### src/hdl/soc_pkg.sv
// Bus widths, bus encodings, address map, UART offsets and FSM state types
package soc_pkg;

// ----------------------------------------------------------------------
// Widths and basic types

localparam int W_ADDR  = 32;
localparam int W_DATA  = 32;
localparam int W_PADDR = 16;

typedef logic [W_ADDR-1:0]  addr_t;
typedef logic [W_DATA-1:0]  word_t;
typedef logic [W_PADDR-1:0] paddr_t;

// AHB-Lite transfer type and size encodings
typedef enum logic [1:0] {
	trans_idle   = 2'b00,
	trans_busy   = 2'b01,
	trans_nonseq = 2'b10,
	trans_seq    = 2'b11
} htrans_t;

typedef enum logic [2:0] {
	size_byte = 3'b000,
	size_half = 3'b001,
	size_word = 3'b010
} hsize_t;

// ----------------------------------------------------------------------
// Address map

// Bits 27:26 pick the region, the SDRAM hole at 0x0800_0000 is unmapped
localparam addr_t TCM_BASE    = 32'h0000_0000;
localparam addr_t PERI_BASE   = 32'h0c00_0000;
localparam addr_t REGION_MASK = 32'h0c00_0000;

// APB slots are 4 KiB each, selected by paddr[15:12]
localparam logic [3:0] APB_SLOT_UART = 4'h0;

localparam paddr_t UART_CSR    = 16'h0000;
localparam paddr_t UART_DIV    = 16'h0004;
localparam paddr_t UART_TXDATA = 16'h0008;

// ----------------------------------------------------------------------
// State machines

typedef enum logic [2:0] {
	br_idle, br_setup, br_access, br_err_first, br_done
} bridge_state_t;

typedef enum logic [1:0] {
	uart_idle, uart_start, uart_data, uart_stop
} uart_state_t;

endpackage

### src/hdl/ahb_splitter.sv
// AHB-Lite region decoder, data-phase response mux and unmapped-space error responder
`timescale 1ns/10ps

module ahb_splitter (
	input  logic             clk_sys,
	input  logic             rst_n,
	input  soc_pkg::addr_t   haddr,
	input  soc_pkg::htrans_t htrans,
	output logic             hready,
	output logic             hresp,
	output soc_pkg::word_t   hrdata,
	output logic             sram_sel,
	output logic             peri_sel,
	input  logic             sram_hready_resp,
	input  logic             sram_hresp,
	input  soc_pkg::word_t   sram_hrdata,
	input  logic             peri_hready_resp,
	input  logic             peri_hresp,
	input  soc_pkg::word_t   peri_hrdata
);
import soc_pkg::*;

// Owner of the current data phase
typedef enum logic [1:0] {
	tgt_none, tgt_sram, tgt_peri, tgt_err
} target_t;

target_t target_q;
logic    err_second_q;
logic    trans_valid;
addr_t   region;

assign region      = haddr & REGION_MASK;
assign sram_sel    = region == TCM_BASE;
assign peri_sel    = region == PERI_BASE;
assign trans_valid = htrans == trans_nonseq || htrans == trans_seq;

always_ff @(posedge clk_sys) begin
	if (!rst_n) begin
		target_q     <= tgt_none;
		err_second_q <= 1'b0;
	end else begin
		if (hready) begin
			if (!trans_valid)
				target_q <= tgt_none;
			else if (sram_sel)
				target_q <= tgt_sram;
			else if (peri_sel)
				target_q <= tgt_peri;
			else
				target_q <= tgt_err;
		end
		// Second cycle of the two-cycle local error
		err_second_q <= target_q == tgt_err && !err_second_q;
	end
end

always_comb begin
	hready = 1'b1;
	hresp  = 1'b0;
	hrdata = '0;
	case (target_q)
		tgt_sram: begin
			hready = sram_hready_resp;
			hresp  = sram_hresp;
			hrdata = sram_hrdata;
		end
		tgt_peri: begin
			hready = peri_hready_resp;
			hresp  = peri_hresp;
			hrdata = peri_hrdata;
		end
		tgt_err: begin
			hready = err_second_q;
			hresp  = 1'b1;
		end
		default: ;
	endcase
end

// Any error, local or from the bridge, completes in the following cycle
assert property (@(posedge clk_sys) disable iff (!rst_n)
	hresp && !hready |=> hresp && hready);

endmodule

### config.mk
export PLATFORM = sky130hd
export DESIGN_NAME = ahb_splitter
export DESIGN_NICKNAME = d
export VERILOG_FILES = /design/src/hdl/soc_pkg.sv /design/src/hdl/ahb_splitter.sv
export SDC_FILE = /design/constraint.sdc
export NUM_CORES = 1
export LEC_CHECK = 0
export ABC_AREA = 1
export BUFFER_PORTS_ARGS = -buffer_cell sky130_fd_sc_hd__buf_4
export CAP_MARGIN = 5
export CORE_MARGIN = 3
export CORE_UTILIZATION = 26
export DETAILED_ROUTE_END_ITERATION = 10
export HOLD_SLACK_MARGIN = 0.03
export PLACE_DENSITY_LB_ADDON = 0.12
export SYNTH_ARGS = -nofsm -noshare
export SYNTH_HDL_FRONTEND = slang
export SYNTH_SLANG_ARGS = --single-unit
### constraint.sdc
create_clock -name clk_sys -period 1.5 [get_ports clk_sys]
set_input_delay 0.075 -clock clk_sys [delete_from_list [all_inputs] [get_ports clk_sys]]
set_output_delay 0.075 -clock clk_sys [all_outputs]
set_load 0.01 [all_outputs]
==> results.txt <==
most frequent cells in the layout = 108 x buf_4, 74 x nand2_1, 21 x a21oi_2, 12 x a21oi_1, 8 x nor2_1
crit path time final = 1.462 ns
Worst-Skew Late Latency = 0.23 ns
WP data arrival = 1.39 ns
critical-path cell list = inv_4, ha_4, inv_4, buf_12, a21oi_1, buf_4
Gate Count Post-Synth = 146
Slowest Stage Delay on Critical Path = 0.37 ns
final core area utilization = 65.54%
Hold Path Class = in -> reg
CP Capture Type = primary output
initial antenna violation count = 0
worst slew pin tran = 0.1357 ns
commonest non-fill, non-tap cell in the layout = buf_4
Initial Utilization = 27.58%
pwr dens = 1108 nW/um2
number of I/O pins = 140
final setup fails = 0
syn_nets = 254
maximum VDD drop = 0.001118 V
TritonCTS clock tree = done
HPWL Detailed = 2425 um
DR vias/cell = 4.540
grt ovf = 0
Req. time, crit path = 1.42 ns
Crit-path slowest cell = dfxtp_4
post-synthesis sequential area ratio = 7.830%
critical path type = reg -> out
Worst Path Max Fanout = 16
clock edge transition at the registers on the reported setup and hold paths = 0.03 ns
routed length per instance = 11.74 um
Final Routed Wirelength = 3347 um
status = completed
highest clock rate = 0.6842 GHz
fin crit share = 97.44%
Yosys cell types = 12
Final Hold Viols = 0
Routed Antenna Nets = 0
Clock Sinks = 3
Die W = 60.32 um
area grow syn2layout = 137.7%
router iterations before antenna repair = 4
pre-CTS WS = 0.1485 ns
post-CTS setup buffer count = 0
row cnt = 19
clk buf depth = 2
diode count = 0
first-pass GRT wire length = 4609 um
Die ar. = 3638 um2
fin. max-slew vios = 0
Avg Cell Area, Syn = 5.253 um2
Leak Pwr = 0.8847 nW
Final WS setup = 0.03841 ns
DRT iter0 DRCs = 77
largest net degree at the start of global routing = 24
layout cells sized above 1 = 59.84%
final RePlAce weighted congestion = 0.7271
Ys Warns = 0
Tot Pwr = 0.002021 W
core outline area = 2781 um2
IO buf count = 108
final net count = 363
Hold Buf Count CTS = 0
overall routing resource usage = 15.85%
number of max-cap violations = 0
Die Span Y = 60.32 um
Clock Tree Root = clkbuf_4
via count = 1294
register bit total from synthesis = 3
CTS Buf Count = 3
Worst Setup Start Kind = flop
CP most frequent cell = inv_4
relative slew slack = 90.95%
synthesized cell area = 767.0 um2
DRC errors left = 0
H-tree Lvls = 1
vias in the first global route = 1110
Post-Route Skew = 0.003463 ns
## cells in the mapped netlist
cell / n / area (um2)
a21oi_1: 33 / 165.2
buf_2: 3 / 15.01
buf_4: 3 / 22.52
buf_6: 5 / 56.30
dfxtp_1: 3 / 60.06
ha_1: 4 / 50.05
inv_1: 8 / 30.03
nand2_1: 74 / 277.8
nand2_2: 1 / 6.260
nand2_4: 3 / 33.78
nor2_1: 8 / 30.03
nor2_8: 1 / 20.02
## power by group
group / internal (W) / switching [W] / leakage, nW / total [W]
clock: 0.0000996 / 0.0000405 / 0.0150 / 0.000140
combinational: 0.000871 / 0.000874 / 0.844 / 0.00175
sequential: 0.000106 / 0.0000285 / 0.0259 / 0.000135
total: 0.00108 / 0.000943 / 0.885 / 0.00202
## path summary, 6_finish.rpt
check	start	slack [ns]	depth (start not counted)	to
max reg2reg	target_q[1]	0.29	9	target_q[0]
min	rst_n	0.09	3	target_q[1]
max	target_q[0]	0.04	6	hrdata[1]
min reg2reg	err_second_q	0.41	1	err_second_q
## layer usage
metal | global-route usage [%] | vias to the layer above | routed length, um
met5 | 0 | - | 0
met4 | 4.747 | 0 | 0
met3 | 2.376 | 0 | 354
met2 | 29.48 | 54 | 1736
met1 | 18.42 | 571 | 1257
li1 | - | 669 | -
## critical path, delay by kind of cell, from the launching register on
kind / cells / cell delay, ns
AO/OA/AOI/OAI: 1 / 0.12
adder cells (fa/ha/maj): 1 / 0.27
flip-flops: 1 / 0.37
buffers and inverters: 4 / 0.40
## per-stage QoR
step                hold WS [ns]  setup TNS, ns  cells  cell area, um2
global placement          0.3250              0    279            1585
CTS                      0.08085              0    284            1705
global route             0.09774       -0.01588    285            1823
floorplan                 0.1955              0    146           767.0
detailed placement        0.3268              0    279            1585
finish                   0.08596              0    285            1823
## cell type report
class / count / area [um2]
clock buffers: 4 / 26.28
fillers: 288 / 958.4
inverters: 8 / 37.54
multi-input cells: 124 / 699.4
flip-flops and latches: 3 / 67.56
well taps: 31 / 38.79
repair buffers: 115 / 953.4
## sequential cells by signal (all words and copies together) (netlist names)
signal,flops
target_q,2
err_second_q,1
## cell families after synthesis
| group | count (synthesis) | synth area share, % |
|---|---|---|
| flip-flops | 3 | 7.831 |
| AO/OA/AOI/OAI | 33 | 21.53 |
| AND/OR/NAND/NOR | 87 | 47.96 |
| adder cells (fa/ha/maj) | 4 | 6.526 |
| buffers and inverters | 19 | 16.15 |
## repair_timing
action | 4_1_cts | 5_1_grt
pin swaps | 1 | 1
gates cloned | 1 | 1
endpoints found under the setup margin | 34 | 34
resized for setup | 23 | 21
(Power assumes the default switching activity.)
