[src/hdl/soc_pkg.sv]
// Bus widths, bus encodings, address map, UART offsets and FSM state types
package soc_pkg;

// ----------------------------------------------------------------------
// Widths and basic types

localparam int W_ADDR  = 32;
localparam int W_DATA  = 32;
localparam int W_PADDR = 16;

typedef logic [W_ADDR-1:0]  addr_t;
typedef logic [W_DATA-1:0]  word_t;
typedef logic [W_PADDR-1:0] paddr_t;

// AHB-Lite transfer type and size encodings
typedef enum logic [1:0] {
	trans_idle   = 2'b00,
	trans_busy   = 2'b01,
	trans_nonseq = 2'b10,
	trans_seq    = 2'b11
} htrans_t;

typedef enum logic [2:0] {
	size_byte = 3'b000,
	size_half = 3'b001,
	size_word = 3'b010
} hsize_t;

// ----------------------------------------------------------------------
// Address map

// Bits 27:26 pick the region, the SDRAM hole at 0x0800_0000 is unmapped
localparam addr_t TCM_BASE    = 32'h0000_0000;
localparam addr_t PERI_BASE   = 32'h0c00_0000;
localparam addr_t REGION_MASK = 32'h0c00_0000;

// APB slots are 4 KiB each, selected by paddr[15:12]
localparam logic [3:0] APB_SLOT_UART = 4'h0;

localparam paddr_t UART_CSR    = 16'h0000;
localparam paddr_t UART_DIV    = 16'h0004;
localparam paddr_t UART_TXDATA = 16'h0008;

// ----------------------------------------------------------------------
// State machines

typedef enum logic [2:0] {
	br_idle, br_setup, br_access, br_err_first, br_done
} bridge_state_t;

typedef enum logic [1:0] {
	uart_idle, uart_start, uart_data, uart_stop
} uart_state_t;

endpackage

[src/hdl/uart_tx.sv]
// UART APB registers and 8N1 transmitter
`timescale 1ns/10ps

module uart_tx #(
	parameter logic [15:0] UART_DIV_RESET = 16'd4
) (
	input  logic            clk_sys,
	input  logic            rst_n,
	input  logic            psel,
	input  logic            penable,
	input  logic            pwrite,
	input  soc_pkg::paddr_t paddr,
	input  soc_pkg::word_t  pwdata,
	output soc_pkg::word_t  prdata,
	output logic            pready,
	output logic            pslverr,
	output logic            tx
);
import soc_pkg::*;

uart_state_t state;
logic [15:0] div_q;
logic [15:0] div_cnt;
logic [2:0]  bit_cnt;
logic [7:0]  shift_q;
logic        access;
logic        busy;
logic        bit_end;
logic        sel_csr;
logic        sel_div;
logic        sel_txdata;
logic        tx_write;

// ----------------------------------------------------------------------
// Register interface

assign access     = psel && penable;
assign sel_csr    = paddr[11:0] == UART_CSR[11:0];
assign sel_div    = paddr[11:0] == UART_DIV[11:0];
assign sel_txdata = paddr[11:0] == UART_TXDATA[11:0];
assign tx_write   = access && pwrite && sel_txdata;
assign busy       = state != uart_idle;

assign pready  = 1'b1;
assign pslverr = psel && !(sel_csr || sel_div || sel_txdata);

always_comb begin
	prdata = '0;
	if (sel_csr)
		prdata[0] = busy;
	else if (sel_div)
		prdata[15:0] = div_q;
end

always_ff @(posedge clk_sys) begin
	if (!rst_n)
		div_q <= UART_DIV_RESET;
	else if (access && pwrite && sel_div)
		div_q <= pwdata[15:0];
end

// ----------------------------------------------------------------------
// Transmitter, LSB first

assign bit_end = div_cnt == div_q - 16'd1;

always_ff @(posedge clk_sys) begin
	if (!rst_n) begin
		state   <= uart_idle;
		div_cnt <= '0;
		bit_cnt <= '0;
		tx      <= 1'b1;
	end else begin
		if (busy)
			div_cnt <= bit_end ? 16'd0 : div_cnt + 16'd1;
		case (state)
			uart_idle: begin
				div_cnt <= '0;
				bit_cnt <= '0;
				// Writes while busy fall through and are lost
				if (tx_write) begin
					state <= uart_start;
					tx    <= 1'b0;
				end
			end
			uart_start: begin
				if (bit_end) begin
					state <= uart_data;
					tx    <= shift_q[0];
				end
			end
			uart_data: begin
				if (bit_end) begin
					bit_cnt <= bit_cnt + 3'd1;
					if (bit_cnt == 3'd7) begin
						state <= uart_stop;
						tx    <= 1'b1;
					end else begin
						tx <= shift_q[1];
					end
				end
			end
			default: begin
				if (bit_end)
					state <= uart_idle;
			end
		endcase
	end
end

always_ff @(posedge clk_sys) begin
	if (tx_write && !busy)
		shift_q <= pwdata[7:0];
	else if (state == uart_data && bit_end)
		shift_q <= shift_q >> 1;
end

// Software must never program a zero divider
assert property (@(posedge clk_sys) disable iff (!rst_n)
	access && pwrite && sel_div |-> pwdata[15:0] != 16'd0);

endmodule

[config.mk]
export PLATFORM = sky130hd
export DESIGN_NAME = uart_tx
export DESIGN_NICKNAME = d
export VERILOG_FILES = /design/src/hdl/soc_pkg.sv /design/src/hdl/uart_tx.sv
export SDC_FILE = /design/constraint.sdc
export NUM_CORES = 1
export LEC_CHECK = 0
export ABC_AREA = 0
export BUFFER_PORTS_ARGS = -buffer_cell sky130_fd_sc_hd__buf_4
export CAP_MARGIN = 5
export CORE_AREA = 2 2 81 114
export CTS_CLUSTER_SIZE = 14
export DETAILED_ROUTE_END_ITERATION = 16
export DIE_AREA = 0 0 83 116
export GPL_ROUTABILITY_DRIVEN = 0
export PLACE_DENSITY_LB_ADDON = 0.12
export SLEW_MARGIN = 25
export SYNTH_ARGS = -nofsm -noshare
export SYNTH_HDL_FRONTEND = slang
export SYNTH_SLANG_ARGS = --single-unit
[constraint.sdc]
create_clock -name clk_sys -period 7.6 [get_ports clk_sys]
set_input_delay 0 -clock clk_sys [delete_from_list [all_inputs] [get_ports clk_sys]]
set_output_delay 0 -clock clk_sys [all_outputs]
set_load 0.02 [all_outputs]
==> impl_metrics.csv <==
group,metric,value,unit
sta,fin_worst_skew,0.00789,ns
sta,setup_viol,0,
placed_design,place_ws,4.29,ns
drt,drt_pre_antenna_iters,4,
grt,grt_pass1_wl,11.8,mm
logic_synthesis,synth_top_family_by_area,"simple AND/OR/NAND/NOR gates",
drt,detail-route-antenna-nets,0,
cells_and_area,final_util,42.9,%
run_status,status,"finished, final reports clean",
min_path,holdPathStages,2,
drt,wl_per_cell,13.9,um
logic_synthesis,syn-cell-area,2940,um2
sta,drv_slew,0,
logic_synthesis,ys.flop_type,"dfxtp_1",
die,pin_count,88,
critical_path,crit_type,"reg -> reg",
sta,fmax,303,MHz
logic_synthesis,synth_compound_area_share,9.72,%
die,rows,40,
logic_synthesis,synth-edff-count,8,
logic_synthesis,netlist_instances,338,
critical_path,slowest_delay,0.67,ns
grt,track_usage,15.4,%
clock_tree,post_cts_resized,0,
cells_and_area,area_delta_synth_final,25.1,%
pwr,power_leakage,1.60,nW
clock_tree,cts_buffers,5,
job,drv_cap,0,
cells_and_area,n_fill_cell,870,
critical_path,r2r_cells,8,
grt,antenna_found_initial,0,
sta,hold_ws,0.0269,ns
sta,rsz0062_at_grt,"no",
pwr,power,0.597,mW
die,dieArea,9630,um2
pwr,ir_drop,0.0786,mV
drt,drc,0,
logic_synthesis,yosysMostFrequentCell,"nor2_1",
logic_synthesis,synth.avg_cell_area,8.68,um2
clock_tree,ctsHtreeMaxLevel,2,
cells_and_area,multiInputGateArea,1740,um2
cells_and_area,nets,457,
critical_path,worstPathArrival,3.27,ns
critical_path,reg2reg_setup_slack,4.30,ns
logic_synthesis,synth_fa_ha_area_share,2.98,%
sta,max_slew_margin,56.7,%
sta,hold_violations,0,
placed_design,io_buffers,50,
sta,fin_crit_sh,43.5,%
sta,fin_ws,4.30,ns
logic_synthesis,synth_seq_cells,46,
die,fp.dieW,83,um
drt,drtIter0Drc,119,
logic_synthesis,yosys.area.top_type,"dfxtp_1",
critical_path,cp_max_fo,8,
logic_synthesis,synth.distinct_cells,52,
grt,grt_max_degree,21,
critical_path,critPathBufInv,0,
min_path,hold_path_class,"in -> reg",
clock_tree,clk_pin_slew,0.07,ns
sta,worst_slew_pin_slew,0.649,ns
critical_path,reg2reg_to,"shift_q[0]",
pwr,power.density,163,nW/um2
clock_tree,cts_num_sinks,46,
logic_synthesis,yosys.area_share.simple,25.3,%
min_path,hold_start,"pwdata[2]",
logic_synthesis,yosys-top-cells-area,"dfxtp_1 (26%), edfxtp_1 (8.2%), xor2_1 (6.6%), nor2_1 (6.3%), mux2i_1 (6.1%)",
logic_synthesis,ys_seq_area_share,34.1,%
min_path,hold_end,"shift_q[2]",
logic_synthesis,synth.top_cells.by_count,"nor2_1 (49), dfxtp_1 (38), xor2_1 (22)",
clock_tree,ctsLongestPathBuffers,2,
clock_tree,cts_tree,"yes",
critical_path,required,7.56,ns
drt,wirelength,6.99,mm
grt,grt-ovfl-total,0,
critical_path,critPathLaunchType,"flip-flop",
logic_synthesis,yosys-mux-area-fraction,9.21,%
critical_path,end_kind,"flip-flop",
critical_path,cp_slowest_cell,"or4_1",
drt,vias,2487,
critical_path,path_delay_family,"simple AND/OR/NAND/NOR gates",
critical_path,r2r-start,"div_q[2]",
placed_design,dpl.hpwl,5.35,mm
sta,finalSetupTns,0,ns
logic_synthesis,synth_top_area_share,25.9,%
logic_synthesis,async_reset_ff_share,0,%
cells_and_area,seqCellArea,1000,um2
critical_path,crit_chain,"or4_1 > o31a_1 > nor4b_2 > and4_1 > nand3_1 > nor4b_2 > nand2_1 > nand2_1",
clock_tree,clock_latency,0.30,ns
drt,routed_via_density,4.94,
clock_tree,root_buffer,"clkbuf_16",
grt,grt_pass1_vias,2457,
sta,min_period,3.30,ns
logic_synthesis,synth_warnings,0,
die,start_util,34.3,%
die,die_y,116,um
cells_and_area,final_layout_size_suffix_gt1_share,19.3,%
die,core_area,8560,um2
cells_and_area,num_antenna_cells,0,
logic_synthesis,synth-xor-area-share,9.85,%
==> per-stage QoR <==
stage	cells	instance area, um2
2_1_floorplan	353	2990
5_1_grt	503	3670
3_5_place_dp	478	3310
6_report	503	3670
3_3_place_gp	478	3310
4_1_cts	503	3670
==> worst max-delay path by stage <==
stage	slack, ns	depth (start not counted)	end	start
2_1_floorplan	4.67	12	shift_q[0]	div_q[0]
3_3_place_gp	4.29	8	shift_q[4]	div_q[2]
3_5_place_dp	4.29	11	shift_q[6]	div_q[0]
4_1_cts	4.26	8	shift_q[4]	div_q[2]
5_1_grt	4.02	11	shift_q[4]	div_q[0]
6_report	4.30	8	shift_q[0]	div_q[2]
==> report_power, final <==
| part | switching, mW | leakage (nW) | internal [mW] |
|---|---|---|---|
| Clock | 0.0949 | 0.0915 | 0.187 |
| Combinational | 0.0358 | 1.14 | 0.0272 |
| Sequential | 0.00245 | 0.372 | 0.249 |
| Total | 0.133 | 1.60 | 0.464 |
==> routing by layer <==
| metal | share of wire (%) | GRT usage, % | up-vias | routed length [um] |
|---|---|---|---|---|
| met5 | 0 | 0 | - | 0 |
| met4 | 1.5 | 5.36 | 0 | 104 |
| met3 | 2.7 | 2.85 | 8 | 187 |
| met2 | 54 | 29.9 | 46 | 3770 |
| met1 | 42 | 16.5 | 1177 | 2930 |
| li1 | - | - | 1256 | - |
==> flip-flops by register name (all words and copies together), names as in the netlist <==
register	count
div_cnt	16
div_q	16
shift_q	8
bit_cnt	3
state	2
tx	1
==> layout make-up <==
type,count,area share (%)
clock buffer,5,3.41
clock inverter,3,1.74
inverter,12,1.23
multi-input combinational,262,47.3
sequential,46,27.2
tap,105,3.58
timing repair buffer,70,15.5
==> worst reg2reg max path: stages, from the launching register on <==
cell,delay [ns]
dfxtp_1,0.41
or4_1,0.68
o31a_1,0.30
nor4b_2,0.27
and4_1,0.30
nand3_1,0.11
nor4b_2,0.51
nand2_1,0.11
nand2_1,0.29
==> cells by family after synthesis <==
family,count (synthesis)
adder cells (fa/ha/maj),7
buffers and inverters,45
AND/OR/NAND/NOR,142
other,2
AO/OA/AOI/OAI,37
XOR/XNOR,33
multiplexers,26
flip-flops,46
==> timing repair <==
action | 4_1_cts | 5_1_grt
buffers inserted | 0 | 0
hold buffers | 17 | 0
endpoints found under the hold margin | 18 | 0
==> placed cells by master, fill, tap and decap left out, drive strengths merged, types with 6 or more instances in the layout <==
master,n
nor2,49
mux2,8
dfxtp,38
nand3,19
and3,6
xnor2,11
buf,53
and2,15
conb,17
edfxtp,8
xor2,22
inv,12
ha,7
nand2,21
dlygate4sd3,17
o21ai,7
a21oi,8
mux2i,18
nor4,6
(Power assumes the default switching activity.)
