### config.mk
export PLATFORM = sky130hd
export DESIGN_NAME = apb_splitter
export DESIGN_NICKNAME = d
export VERILOG_FILES = /design/src/hdl/soc_pkg.sv /design/src/hdl/apb_splitter.sv
export SDC_FILE = /design/constraint.sdc
export NUM_CORES = 1
export LEC_CHECK = 0
export BUFFER_PORTS_ARGS = -buffer_cell sky130_fd_sc_hd__buf_4
export CAP_MARGIN = 20
export CORE_AREA = 3 3 64 66
export DETAILED_ROUTE_END_ITERATION = 7
export DIE_AREA = 0 0 67 69
export PLACE_DENSITY = 0.69
export RECOVER_POWER = 100
export SYNTH_ARGS = -nofsm -noshare
export SYNTH_HDL_FRONTEND = slang
export SYNTH_SLANG_ARGS = --single-unit
### constraint.sdc
create_clock -name vclk -period 2
set_clock_uncertainty 0.1 [all_clocks]
set_input_delay 0.5 -clock vclk [all_inputs]
set_output_delay 0.5 -clock vclk [all_outputs]
set_load 0.005 [all_outputs]
### src/hdl/soc_pkg.sv
// Bus widths, bus encodings, address map, UART offsets and FSM state types
package soc_pkg;

// ----------------------------------------------------------------------
// Widths and basic types

localparam int W_ADDR  = 32;
localparam int W_DATA  = 32;
localparam int W_PADDR = 16;

typedef logic [W_ADDR-1:0]  addr_t;
typedef logic [W_DATA-1:0]  word_t;
typedef logic [W_PADDR-1:0] paddr_t;

// AHB-Lite transfer type and size encodings
typedef enum logic [1:0] {
	trans_idle   = 2'b00,
	trans_busy   = 2'b01,
	trans_nonseq = 2'b10,
	trans_seq    = 2'b11
} htrans_t;

typedef enum logic [2:0] {
	size_byte = 3'b000,
	size_half = 3'b001,
	size_word = 3'b010
} hsize_t;

// ----------------------------------------------------------------------
// Address map

// Bits 27:26 pick the region, the SDRAM hole at 0x0800_0000 is unmapped
localparam addr_t TCM_BASE    = 32'h0000_0000;
localparam addr_t PERI_BASE   = 32'h0c00_0000;
localparam addr_t REGION_MASK = 32'h0c00_0000;

// APB slots are 4 KiB each, selected by paddr[15:12]
localparam logic [3:0] APB_SLOT_UART = 4'h0;

localparam paddr_t UART_CSR    = 16'h0000;
localparam paddr_t UART_DIV    = 16'h0004;
localparam paddr_t UART_TXDATA = 16'h0008;

// ----------------------------------------------------------------------
// State machines

typedef enum logic [2:0] {
	br_idle, br_setup, br_access, br_err_first, br_done
} bridge_state_t;

typedef enum logic [1:0] {
	uart_idle, uart_start, uart_data, uart_stop
} uart_state_t;

endpackage

### src/hdl/apb_splitter.sv
// APB slot decoder with error response on empty slots
`timescale 1ns/10ps

module apb_splitter (
	input  soc_pkg::paddr_t paddr,
	input  logic            psel,
	input  logic            penable,
	input  logic            pwrite,
	input  soc_pkg::word_t  pwdata,
	output soc_pkg::word_t  prdata,
	output logic            pready,
	output logic            pslverr,
	output logic            uart_psel,
	output soc_pkg::paddr_t uart_paddr,
	output logic            uart_penable,
	output logic            uart_pwrite,
	output soc_pkg::word_t  uart_pwdata,
	input  soc_pkg::word_t  uart_prdata,
	input  logic            uart_pready,
	input  logic            uart_pslverr
);
import soc_pkg::*;

logic [3:0] slot;
logic       uart_hit;

// 4 KiB slots
assign slot     = paddr[W_PADDR-1 -: 4];
assign uart_hit = slot == APB_SLOT_UART;

assign uart_psel    = psel && uart_hit;
assign uart_penable = penable && uart_hit;
assign uart_paddr   = paddr;
assign uart_pwrite  = pwrite;
assign uart_pwdata  = pwdata;

// Empty slots (SPI, SDRAM cfg, timer, GPIO) answer at once with an error
assign prdata  = uart_hit ? uart_prdata : '0;
assign pready  = uart_hit ? uart_pready : 1'b1;
assign pslverr = uart_hit ? uart_pslverr : 1'b1;

endmodule

==> results of run 1 <==
[kinds of logic (layout without fill, tap and decap cells)]
logic type             Yosys count  count (layout)  share of synthesized area, %
buffers and inverters           52              82                          58.1
and+or+nand+nor                 37              37                          41.9
[cells in the mapped netlist]
cell type,instances,area share (%)
and2_2,22,25
nor4_4,1,3.2
and2_1,12,11
or2b_1,2,2.3
clkbuf_2,3,2.3
buf_4,49,56
[repair_timing]
item	CTS	global route
setup endpoints to repair	17	36
resized for setup	3	3
pin swaps	0	0
buffers inserted	0	0
cloned	0	0
[through the flow]
step / power [mW] / utilization (%)
after floorplan: 0.0964 / -
after global placement: 0.102 / 26.2
after detailed placement: 0.103 / 26.2
after CTS: 0.105 / 26.5
after global routing: 0.115 / 26.8
final: 0.104 / 26.8
[cell type report]
cell class / instances / area (um^2) / share of cell area (%)
timing repair buffer: 82 / 638 / 65.5
multi-input combinational: 37 / 277 / 28.4
tap: 48 / 60.1 / 6.16
[where the power goes]
group | internal, mW | switching (mW) | total, mW
clock | 0 | 0 | 0
sequential | 0 | 0 | 0
combinational | 0.0794 | 0.0250 | 0.104
total | 0.0794 | 0.0250 | 0.104
[how the worst min path moves through the flow]
stage                 endpoint  slack, ns  depth (start not counted)
5_1_grt          uart_paddr[0]       0.90                          0
2_1_floorplan    uart_paddr[0]       0.98                          1
3_3_place_gp   uart_pwdata[11]       0.90                          0
6_report         uart_paddr[0]       0.90                          0
3_5_place_dp   uart_pwdata[11]       0.90                          0
4_1_cts        uart_pwdata[11]       0.90                          0
[worst max-delay path, cell delays in order]
cell and delay, ns:
buf_8 0.10, nor4_4 0.29, buf_6 0.18, or2b_1 0.24
buf_6 0.12
[layer usage]
layer	vias up	track usage, %	share of wire [%]
met1	246	5.18	23
met3	22	2.44	19
met2	63	15.1	51
met5	-	0	0
li1	277	-	-
met4	0	6.08	8.2
==> results.yml, run 1 <==
outcome:
  status: "complete, but fails checks"
  violations: "negative setup slack"
die:
  num_rows: 22
  coreArea_um2: 3630
  die_w_um: 67
  die-area_um2: 4620
  dieHeight_um: 69
  io_pins: 170
  initial_utilization_pct: 18.1
yosys:
  synthDistinctLibCells: 6
  synth_cells: 89
  ys_seq_area_share_pct: 0
  synth_area_per_cell_um2: 7.41
  syn_nets: 174
  synth_area_um2: 659
  yosysWarnings: 0
worst_setup_path:
  startpoint_type: "input port"
  crit_fanout: 16
  worst_ep_required_time_ns: 1.40
  crit_start: "paddr[13]"
  criticalPathCategory: "in2out"
  worstSetupEndpointType: "output pin"
  cp.arrival_ns: 1.43
  crit_path_end: "pready"
grt:
  grt-ovfl-total: 0
  grt_pass1_vias: 632
  gr-usage-all-layers_pct: 7.57
  grt_pass1_wl_um: 2820
  grt_max_degree: 21
  antenna_found_initial: 0
power_and_ir_drop:
  p_leak_nw: 0.547
  powerDensity_nw_per_um2: 107
  peakVddDrop_mv: 0.0514
final_layout:
  final_cell_area_um2: 975
  clkbuf_count: 0
  nFlopsAndLatches: 0
  fill_cells: 407
  drive_gt1_share_pct: 88.2
  layout.area.seq_um2: 0
  fin_cells: 167
  final_common_cell: "buf_4"
  final_cell_mix: "buf_4 (77), and2_2 (22), and2_1 (12)"
  fin_nets: 206
  syn_to_final_growth_pct: 47.8
  num_antenna_cells: 0
route:
  drtIter0Drc: 2
  first_pass_iters: 2
  via_per_inst: 3.64
  ant_nets: 0
  drt_wl_total_um: 2000
  routedWlPerCell_um: 11.9
  drc: 0
  vias: 608
timing:
  fin_crit_ns: 2.03
  tightestPinTransition_ns: 0.232
  timing.hold.ws_ns: 0.900
  finalSetupViolCount: 2
  rsz0062_at_grt: "yes"
  maxSlewViolCount: 0
  postLayoutSetupSlackWorst_ns: -0.0300
  setup-tns-final_ns: -0.0548
  fmax_ghz: 0.493
  slew-limit-headroom_pct: 84.4
  fin_crit_sh_pct: 101
  hold_viol: 0
placed_design:
  placed_cell_area_um2: 952
  port_buffers: 80
  dp_cells: 167
  place_worst_setup_slack_ns: -0.103
  hpwl_um: 1830
  place_congestion: 0.638
min_path:
  hp-class: "in2out"
  hp-start: "paddr[0]"
clocking:
  postCtsHoldBufs: 0
flow_run:
  cap_viol_max_count: 0
No activity file was read; power rests on OpenSTA's default activity.
==> inputs of run 2 (changes only) <==
- CELL_PAD_IN_SITES_DETAIL_PLACEMENT: default -> 1
- CELL_PAD_IN_SITES_GLOBAL_PLACEMENT: default -> 1
- CORE_AREA: 3 3 64 66 -> default
- CORE_MARGIN: default -> 3
- CORE_UTILIZATION: default -> 11
- DIE_AREA: 0 0 67 69 -> default
- PLACE_DENSITY: 0.69 -> 0.81
==> run 2 against run 1 <==
Net effect:
- the flow still finishes with violations (negative setup slack)
- critical path depth up 1
- global-route usage is 1.8 points lower
- via count increased by 8.4%
- first-iteration DRC count rose to 2.5 times the previous value
- power increased by 13%
- highest routed layer unchanged
==> results.yml, run 2 (synthesized netlist as in run 1, its figures left out) <==
grt:
  grt_pass1_vias: 689
  met2_usage_pct: 10.2
  use_met1_pct: 5.98
  grt_pass1_wl_um: 3440
  use_met3_pct: 1.49
  grt-ovfl-total: 0
  grt_max_degree: 16
  gr-usage-all-layers_pct: 5.79
  busiest_layer: "met2"
  antenna_found_initial: 0
route:
  routedWlPerCell_um: 11.6
  first_pass_iters: 2
  drc: 0
  via_per_inst: 3.36
  vias: 659
  ant_nets: 0
  drtIter0Drc: 5
  drt_wl_total_um: 2270
timing:
  postLayoutSetupSlackWorst_ns: -0.0207
  tightestPinTransition_ns: 0.216
  timing.hold.ws_ns: 0.900
  fmax_ghz: 0.495
  maxSlewViolCount: 0
  fin_crit_sh_pct: 101
  hold_viol: 0
  fin_crit_ns: 2.02
  finalSetupViolCount: 26
  rsz0062_at_grt: "yes"
  slew-limit-headroom_pct: 85.5
clocking:
  postCtsHoldBufs: 0
placed_design:
  dp_cells: 195
  hpwl_um: 2020
  place_congestion: 0.735
  port_buffers: 80
  place_worst_setup_slack_ns: -0.0756
final_layout:
  layout.area.seq_um2: 0
  post-route-util_pct: 19.4
  fin_cells: 196
  fill_cells: 687
  fin_nets: 211
  multi_input_area_um2: 289
  drive_gt1_share_pct: 89.5
  num_antenna_cells: 0
  clkbuf_count: 0
  syn_to_final_growth_pct: 66.0
  final_cell_mix: "buf_4 (69), and2_2 (18), buf_6 (10)"
  nFlopsAndLatches: 0
  final_common_cell: "buf_4"
worst_setup_path:
  worst_ep_required_time_ns: 1.40
  crit_fanout: 15
  worstSetupEndpointType: "output pin"
  cp.arrival_ns: 1.42
  criticalPathCategory: "in2out"
  startpoint_type: "input port"
die:
  die_w_um: 83.4
  die-area_um2: 6960
  coreArea_um2: 5640
  dieHeight_um: 83.4
  io_pins: 170
  num_rows: 27
  initial_utilization_pct: 11.7
flow_run:
  cap_viol_max_count: 0
power_and_ir_drop:
  powerDensity_nw_per_um2: 108
  p_leak_nw: 0.580
  peakVddDrop_mv: 0.0284
  p_total_uw: 118
outcome:
  violations: "negative setup slack"
  status: "complete, but fails checks"
min_path:
  hp-class: "in2out"
==> run 2: changes by cell type in the layout (fill, tap and decap cells not counted), sizes merged <==
cell    delta
clkbuf     +5
==> run 2: metrics by stage <==
| step | area (um^2) | setup TNS, ns |
|---|---|---|
| floorplan | 659 | 0 |
| global placement | 1040 | -1.43 |
| detailed placement | 1040 | -1.98 |
| CTS | 1080 | -0.601 |
| global route | 1090 | -2.80 |
| finish | 1090 | -0.216 |
==> run 2: final cells by class <==
type / instances / area share (%)
multi-input combinational: 37 / 26.4
tap: 72 / 8.23
timing repair buffer: 87 / 65.4
==> run 2: where the power goes <==
| group | internal (mW) | switching (mW) | total [mW] |
|---|---|---|---|
| sequential | 0 | 0 | 0 |
| combinational | 0.0878 | 0.0306 | 0.118 |
| clock | 0 | 0 | 0 |
==> run 2: what timing repair did <==
item                                    CTS  global route
resized for setup                        11             8
endpoints found under the hold margin     0             0
setup buffers                             1             0
pin swaps                                 1             4
endpoints found under the setup margin   34            34
==> run 2: worst max-delay path, stage by stage <==
cell and delay, ns:
buf_8 0.10, nor4_4 0.28, buf_6 0.17, buf_12 0.12
and2_2 0.14, buf_4 0.10
==> run 2: final timing paths <==
kind | slack, ns | cells after the start | end | start
hold / removal | 0.90 | 0 | uart_paddr[10] | paddr[10]
setup / recovery | -0.02 | 6 | uart_penable | paddr[13]
==> run 2: metal layers <==
metal  vias up  share of wire (%)
li1        288                  -
met1       269                 32
met2        76                 45
met3        26                 16
met4         0                7.2
met5         -                  0
