==> config.mk <==
export PLATFORM = sky130hd
export DESIGN_NAME = ahb_to_apb
export DESIGN_NICKNAME = d
export VERILOG_FILES = /design/src/hdl/soc_pkg.sv /design/src/hdl/ahb_to_apb.sv
export SDC_FILE = /design/constraint.sdc
export NUM_CORES = 1
export LEC_CHECK = 0
export ABC_AREA = 1
export ABC_CLOCK_PERIOD_IN_PS = 2100
export BUFFER_PORTS_ARGS = -buffer_cell sky130_fd_sc_hd__buf_2
export CAP_MARGIN = 10
export CORE_MARGIN = 3
export CORE_UTILIZATION = 35
export DETAILED_ROUTE_END_ITERATION = 8
export MAX_ROUTING_LAYER = met4
export PLACE_DENSITY = 0.66
export SYNTH_ARGS = -nofsm -noshare
export SYNTH_HDL_FRONTEND = slang
export SYNTH_SLANG_ARGS = --single-unit
==> constraint.sdc <==
create_clock -name clk_sys -period 2.1 [get_ports clk_sys]
set_clock_uncertainty 0.05 [all_clocks]
set_input_delay 0.21 -clock clk_sys [delete_from_list [all_inputs] [get_ports clk_sys]]
set_output_delay 0.21 -clock clk_sys [all_outputs]
set_load 0.005 [all_outputs]
==> src/hdl/soc_pkg.sv <==
// Bus widths, bus encodings, address map, UART offsets and FSM state types
package soc_pkg;

// ----------------------------------------------------------------------
// Widths and basic types

localparam int W_ADDR  = 32;
localparam int W_DATA  = 32;
localparam int W_PADDR = 16;

typedef logic [W_ADDR-1:0]  addr_t;
typedef logic [W_DATA-1:0]  word_t;
typedef logic [W_PADDR-1:0] paddr_t;

// AHB-Lite transfer type and size encodings
typedef enum logic [1:0] {
	trans_idle   = 2'b00,
	trans_busy   = 2'b01,
	trans_nonseq = 2'b10,
	trans_seq    = 2'b11
} htrans_t;

typedef enum logic [2:0] {
	size_byte = 3'b000,
	size_half = 3'b001,
	size_word = 3'b010
} hsize_t;

// ----------------------------------------------------------------------
// Address map

// Bits 27:26 pick the region, the SDRAM hole at 0x0800_0000 is unmapped
localparam addr_t TCM_BASE    = 32'h0000_0000;
localparam addr_t PERI_BASE   = 32'h0c00_0000;
localparam addr_t REGION_MASK = 32'h0c00_0000;

// APB slots are 4 KiB each, selected by paddr[15:12]
localparam logic [3:0] APB_SLOT_UART = 4'h0;

localparam paddr_t UART_CSR    = 16'h0000;
localparam paddr_t UART_DIV    = 16'h0004;
localparam paddr_t UART_TXDATA = 16'h0008;

// ----------------------------------------------------------------------
// State machines

typedef enum logic [2:0] {
	br_idle, br_setup, br_access, br_err_first, br_done
} bridge_state_t;

typedef enum logic [1:0] {
	uart_idle, uart_start, uart_data, uart_stop
} uart_state_t;

endpackage

==> src/hdl/ahb_to_apb.sv <==
// AHB-Lite to APB bridge state machine
`timescale 1ns/10ps

module ahb_to_apb (
	input  logic             clk_sys,
	input  logic             rst_n,
	input  logic             sel,
	input  logic             hready,
	input  soc_pkg::addr_t   haddr,
	input  logic             hwrite,
	input  soc_pkg::htrans_t htrans,
	input  soc_pkg::word_t   hwdata,
	output logic             hready_resp,
	output logic             hresp,
	output soc_pkg::word_t   hrdata,
	output soc_pkg::paddr_t  paddr,
	output logic             psel,
	output logic             penable,
	output logic             pwrite,
	output soc_pkg::word_t   pwdata,
	input  soc_pkg::word_t   prdata,
	input  logic             pready,
	input  logic             pslverr
);
import soc_pkg::*;

bridge_state_t state;
logic          start;
logic          err_q;
word_t         pwdata_q;
word_t         hrdata_q;

assign start = sel && hready && (htrans == trans_nonseq || htrans == trans_seq);

// ----------------------------------------------------------------------
// Control

always_ff @(posedge clk_sys) begin
	if (!rst_n) begin
		state <= br_idle;
		err_q <= 1'b0;
	end else begin
		case (state)
			br_idle, br_done: begin
				// A new address phase may overlap the done cycle
				state <= start ? br_setup : br_idle;
				err_q <= 1'b0;
			end
			br_setup: state <= br_access;
			br_access: begin
				if (pready) begin
					state <= pslverr ? br_err_first : br_done;
					err_q <= pslverr;
				end
			end
			br_err_first: state <= br_done;
			default: state <= br_idle;
		endcase
	end
end

// ----------------------------------------------------------------------
// Datapath

always_ff @(posedge clk_sys) begin
	if (start) begin
		paddr  <= haddr[W_PADDR-1:0];
		pwrite <= hwrite;
	end
	if (state == br_setup)
		pwdata_q <= hwdata;
	if (state == br_access && pready)
		hrdata_q <= prdata;
end

// hwdata is live during setup and the copy covers the access cycles
assign pwdata      = state == br_setup ? hwdata : pwdata_q;
assign psel        = state == br_setup || state == br_access;
assign penable     = state == br_access;
assign hready_resp = state == br_idle || state == br_done;
assign hresp       = state == br_err_first || (state == br_done && err_q);
assign hrdata      = hrdata_q;

// Address and direction hold from setup through every access cycle
assert property (@(posedge clk_sys) disable iff (!rst_n)
	penable |-> $stable(paddr) && $stable(pwrite));

endmodule

==> impl_metrics.ini, run 1 <==
[global_route]
globalRoute.totalOverflow = 0
antenna_found_initial = 0
grt_usage_pct = 15.0
grt_first_pass_wirelength_um = 11100
grt_pass1_vias = 2262
grt_max_degree = 37

[critical_path]
cp-start-kind = flip-flop
endpoint_kind = output pin
rr_endpoint = hrdata[7]$_DFFE_PP_
timing.rr.start = state[0]$_SDFFE_PN0P_
regToRegSetupSlack_ns = 0.58
criticalPathCategory = reg2out
worstPathArrival_ns = 1.62
crit_required_ns = 1.84
r2r_cells = 4
crit_fanout = 22

[placement]
dpl-instance-area_um2 = 3870
place_ws_ns = 0.384
dp_hpwl_um = 4950
place_congestion = 0.784
port_buffers = 172

[floorplan]
die_y_um = 97.5
initial_utilization_pct = 37.0
die-area_um2 = 9510
core_um2 = 7930
rows = 32
die_w_um = 97.5
io_pins = 190

[sta]
hold_viol = 0
fin_crit_ns = 1.88
setup_viol = 0
tightest_slew_ns = 0.639
tns_ns = 0
finalCritPeriodShare_pct = 89.7
slew_violations = 0
fin_ws_ns = 0.216
rsz0062_at_grt = false
fmax_mhz = 531
relSlewSlack_pct = 57.4

[cells_and_area]
num-nets-final = 556
design_area_um2 = 4560
mostFrequentLayoutCells = 172 x buf_2, 49 x dlygate4sd3_1, 49 x edfxtp_1
area_delta_synth_final_pct = 55.5
mostFrequentLayoutCell = buf_2
layout-drive-gt1-share_pct = 48.7
diodes = 0
post-route-util_pct = 57.5

[logic_synthesis]
syn_area_per_cell_um2 = 13.2
ys_ff_latch = 85
ys_types = 19
yosysSeqAreaShare_pct = 74.7
synth_cells = 223
syn-num-nets = 328
synth_area_um2 = 2930
yosys_warnings = 0

[power]
internal-power_mw = 2.94
swShare_pct = 26.5
ir_drop_mv = 0.529
power.switching_mw = 1.06
power_frac_seq_pct = 52.4
power_density_nw_per_um2 = 877
leakage_nw = 2.20
comb_power_share_pct = 20.6
clkPwrFrac_pct = 27.1

[route]
postRouteAntennaNets = 0
num_vias = 2321
post-route-drc-count = 0
dr.pass1.iters = 4
wl_um = 6940
drtIter0Drc = 54
vias_per_cell = 4.16
wl_per_cell_um = 12.4

[worst_hold_path]
hold_path_startpoint = rst_n
holdPathEnd = err_q$_SDFFE_PN0P_
hold_depth = 3
hold_path.class = in2reg

[clocking]
cts_max_level = 3
cts.sinks = 85
cts_tree = done
cts_max_path_buffers = 2
path_clk_slew_ns = 0.08
cts_made_buffers = 9
cts-root-buf = clkbuf_8
insertion_delay_ns = 0.33

[run]
max-cap-violations = 0

[status]
status = finished, final reports clean
[cell families after synthesis]
family / after synthesis / synth area share (%)
flops: 85 / 74.7
simple gates: 53 / 7.85
buf+inv: 50 / 8.45
compound gates: 35 / 8.96
[Yosys cell counts]
cell type,n,area (um2)
clkbuf_2,1,5.00
inv_1,42,158
nand2_1,32,120
buf_12,2,40.0
edfxtp_1,49,1470
o21ai_0,11,55.1
dfxtp_1,36,721
o211ai_1,1,7.51
inv_2,1,3.75
nand3_2,1,10.0
o31ai_1,1,7.51
nand2_2,7,43.8
nand3_1,5,25.0
o21ai_2,22,193
clkbuf_1,1,3.75
buf_8,1,15.0
buf_6,2,22.5
nor3_1,1,5.00
nor2_1,7,26.3
[worst max-delay path, stage by stage (launching register included)]
cell	delay (ns)
dfxtp_1	0.32
inv_1	0.14
nand3_4	0.20
buf_6	0.23
o21ai_0	0.23
buf_2	0.17
[layout make-up]
cell class / instances / area [um2]
Tap cell: 102 / 128
Timing Repair Buffer: 224 / 1390
Clock inverter: 6 / 52.6
Clock buffer: 10 / 138
Fill cell: 676 / 3370
Multi-Input combinational cell: 88 / 500
Sequential cell: 85 / 2190
Inverter: 43 / 161
[timing repair]
item                                    in CTS  in global routing
hold buffers                                49                  0
resized for setup                            1                  1
setup buffers                                0                  0
hold endpoints to repair                    49                  0
endpoints found under the setup margin       2                  2
pin swaps                                    0                  0
[metal layers]
| layer | wire length, um | global-route usage (%) |
|---|---|---|
| met1 | 2890 | 18.0 |
| met3 | 558 | 3.73 |
| met4 | 119 | 6.28 |
| met5 | 0 | - |
| met2 | 3380 | 24.0 |
[power by group through the flow]
stage	logic [mW]	clock network, mW	registers [mW]
after floorplan	0.396	0	2.13
after global placement	0.740	0	2.13
after detailed placement	0.756	0	2.14
after CTS	0.836	1.13	2.10
after global routing	0.933	1.21	2.12
final	0.822	1.08	2.10
[sequential cells by signal (all words and copies together), names as in the netlist]
signal and cells:
paddr 16, pwrite 1, err_q 1, state 3, pwdata_q 32, hrdata 32
[worst max path at each step]
stage	startpoint	to	slack, ns
2_1_floorplan	state[0]$_SDFFE_PN0P_	hrdata[0]$_DFFE_PP_	0.41
3_3_place_gp	state[1]$_SDFFE_PN0P_	pwdata[8]	0.47
3_5_place_dp	state[2]$_SDFFE_PN0P_	pwdata[6]	0.38
4_1_cts	state[2]$_SDFFE_PN0P_	pwdata[10]	0.11
5_1_grt	state[2]$_SDFFE_PN0P_	pwdata[6]	0.05
6_report	state[2]$_SDFFE_PN0P_	pwdata[10]	0.22
[metrics by stage]
| stage | cells | power (mW) | hold slack [ns] |
|---|---|---|---|
| floorplan | 223 | 2.52 | 0.259 |
| global placement | 493 | 2.87 | 0.337 |
| detailed placement | 493 | 2.89 | 0.338 |
| CTS | 558 | 4.07 | 0.0340 |
| global route | 558 | 4.27 | 0.0458 |
| finish | 558 | 4.00 | 0.0572 |
Note: power is estimated with default switching activity, not from simulation.
==> run 2: changes to the inputs <==
--- a/config.mk
+++ b/config.mk
@@ -6,14 +6,14 @@
 export NUM_CORES = 1
 export LEC_CHECK = 0
 export ABC_AREA = 1
-export ABC_CLOCK_PERIOD_IN_PS = 2100
-export BUFFER_PORTS_ARGS = -buffer_cell sky130_fd_sc_hd__buf_2
+export ABC_CLOCK_PERIOD_IN_PS = 2000
 export CAP_MARGIN = 10
 export CORE_MARGIN = 3
 export CORE_UTILIZATION = 35
 export DETAILED_ROUTE_END_ITERATION = 8
+export DONT_BUFFER_PORTS = 1
 export MAX_ROUTING_LAYER = met4
-export PLACE_DENSITY = 0.66
+export PLACE_DENSITY = 0.47
 export SYNTH_ARGS = -nofsm -noshare
 export SYNTH_HDL_FRONTEND = slang
 export SYNTH_SLANG_ARGS = --single-unit
==> constraint.sdc (replaced) <==
create_clock -name clk_sys -period 2 [get_ports clk_sys]
set_clock_uncertainty 0.05 [all_clocks]
set_input_delay 0.2 -clock clk_sys [delete_from_list [all_inputs] [get_ports clk_sys]]
set_output_delay 0.2 -clock clk_sys [all_outputs]
set_load 0.005 [all_outputs]
==> impl_metrics.ini, run 2 (synthesis gave the netlist of run 1 again) <==
[worst_hold_path]
hold_depth = 3
holdPathEnd = state[1]$_SDFFE_PN0P_
hold_path.class = in2reg
hold_path_startpoint = pready

[route]
met1_length_um = 2440
wl_um = 5930
num_vias = 1745
met3_length_um = 563
post-route-drc-count = 0
vias_per_cell = 4.27
highest_layer = met4
route.met2.wl_um = 2820
dr.pass1.iters = 4
wl_per_cell_um = 14.5
drtIter0Drc = 37
postRouteAntennaNets = 0

[floorplan]
io_pins = 190
initial_utilization_pct = 37.0
die_w_um = 97.5
die-area_um2 = 9510
rows = 32
core_um2 = 7930
die_y_um = 97.5

[cells_and_area]
mostFrequentLayoutCell = dlygate4sd3_1
n_fill_cell = 722
stdcell_count = 409
layout-drive-gt1-share_pct = 16.0
diodes = 0
area_delta_synth_final_pct = 33.7
num-nets-final = 407
mostFrequentLayoutCells = 72 x dlygate4sd3_1, 49 x edfxtp_1, 42 x inv_1

[sta]
rsz0062_at_grt = false
whs_ns = 0.0337
fmax_mhz = 566
finalCritPeriodShare_pct = 88.3
tns_ns = 0
hold_viol = 0
setup_viol = 0
tightest_slew_ns = 0.629
relSlewSlack_pct = 58.0
fin_crit_ns = 1.77
slew_violations = 0

[clocking]
cts.sinks = 85
cts_setup_buffers = 0
cts_made_buffers = 9
cts-root-buf = clkbuf_8
cts_max_path_buffers = 2
cts_tree = done
cts_max_level = 3
insertion_delay_ns = 0.34
cts_repair_resize_count = 0
path_clk_slew_ns = 0.09

[placement]
place_congestion = 0.711
dp_hpwl_um = 3920
port_buffers = 0
dp.cells = 321

[global_route]
globalRoute.totalOverflow = 0
grt_pass1_vias = 1763
grt_usage_pct = 12.8
grt_max_degree = 67
antenna_found_initial = 0
grt_first_pass_wirelength_um = 9190

[critical_path]
regToRegSetupSlack_ns = 0.62
rr_endpoint = hrdata[7]$_DFFE_PP_
crit_fanout = 66
timing.rr.start = state[0]$_SDFFE_PN0P_
cp-startpoint = state[1]$_SDFFE_PN0P_
criticalPathCategory = reg2out
cp-start-kind = flip-flop
endpoint_kind = output pin
r2r_cells = 4
worstPathArrival_ns = 1.52
crit_required_ns = 1.75

[run]
max-cap-violations = 0

[power]
power_density_nw_per_um2 = 993
p_total_mw = 3.89
leakage_nw = 1.61
ir_drop_mv = 0.494

[status]
status = finished, final reports clean
run 2: worst max path at each step:
| stage | end | cells past startpoint |
|---|---|---|
| finish | pwdata[4] | 5 |
| floorplan | hrdata[0]$_DFFE_PP_ | 3 |
| global route | pwdata[9] | 5 |
| detailed placement | pwdata[6] | 5 |
| global placement | pwdata[6] | 5 |
| CTS | pwdata[6] | 5 |
run 2: where the power goes:
part           internal (mW)  total [mW]  leakage (nW)  switching (mW)
sequential              2.13        2.21         0.747          0.0828
clock                  0.467        1.09        0.0922           0.625
combinational          0.265       0.594         0.771           0.329
total                   2.86        3.89          1.61            1.04
run 2: cell type report:
class / instances / area, um2 / share of cell area, %
flip-flops and latches: 85 / 2190 / 55.9
multi-input cells: 88 / 493 / 12.6
clock buffers: 9 / 124 / 3.16
well taps: 102 / 128 / 3.25
inverters: 43 / 161 / 4.11
repair buffers: 75 / 768 / 19.6
clock inverters: 7 / 56.3 / 1.44
run 2: layer usage:
metal / vias to the layer above / track usage, %
met5: - / -
met4: 0 / 5.75
met3: 11 / 5.10
met2: 107 / 20.0
met1: 745 / 14.4
li1: 882 / -
run 2: stage by stage:
stage               setup WS [ns]  instance area (um2)  util, %
global placement            0.627                 3020     38.1
finish                      0.235                 3920     49.5
floorplan                   0.314                 2930        -
CTS                         0.202                 3920     49.5
global route               0.0918                 3920     49.5
detailed placement          0.619                 3020     38.1
run 2: timing repair:
| action | 4_1_cts | 5_1_grt |
|---|---|---|
| hold endpoints to repair | 75 | 0 |
| hold buffers | 72 | 0 |
| endpoints found under the setup margin | 0 | 0 |
run 2: critical path, cell delays in order (launching register included):
cell and delay [ns]:
dfxtp_1 0.46, inv_2 0.05, nand3_2 0.09, buf_12 0.29, nand2_1 0.07, o21ai_0 0.17
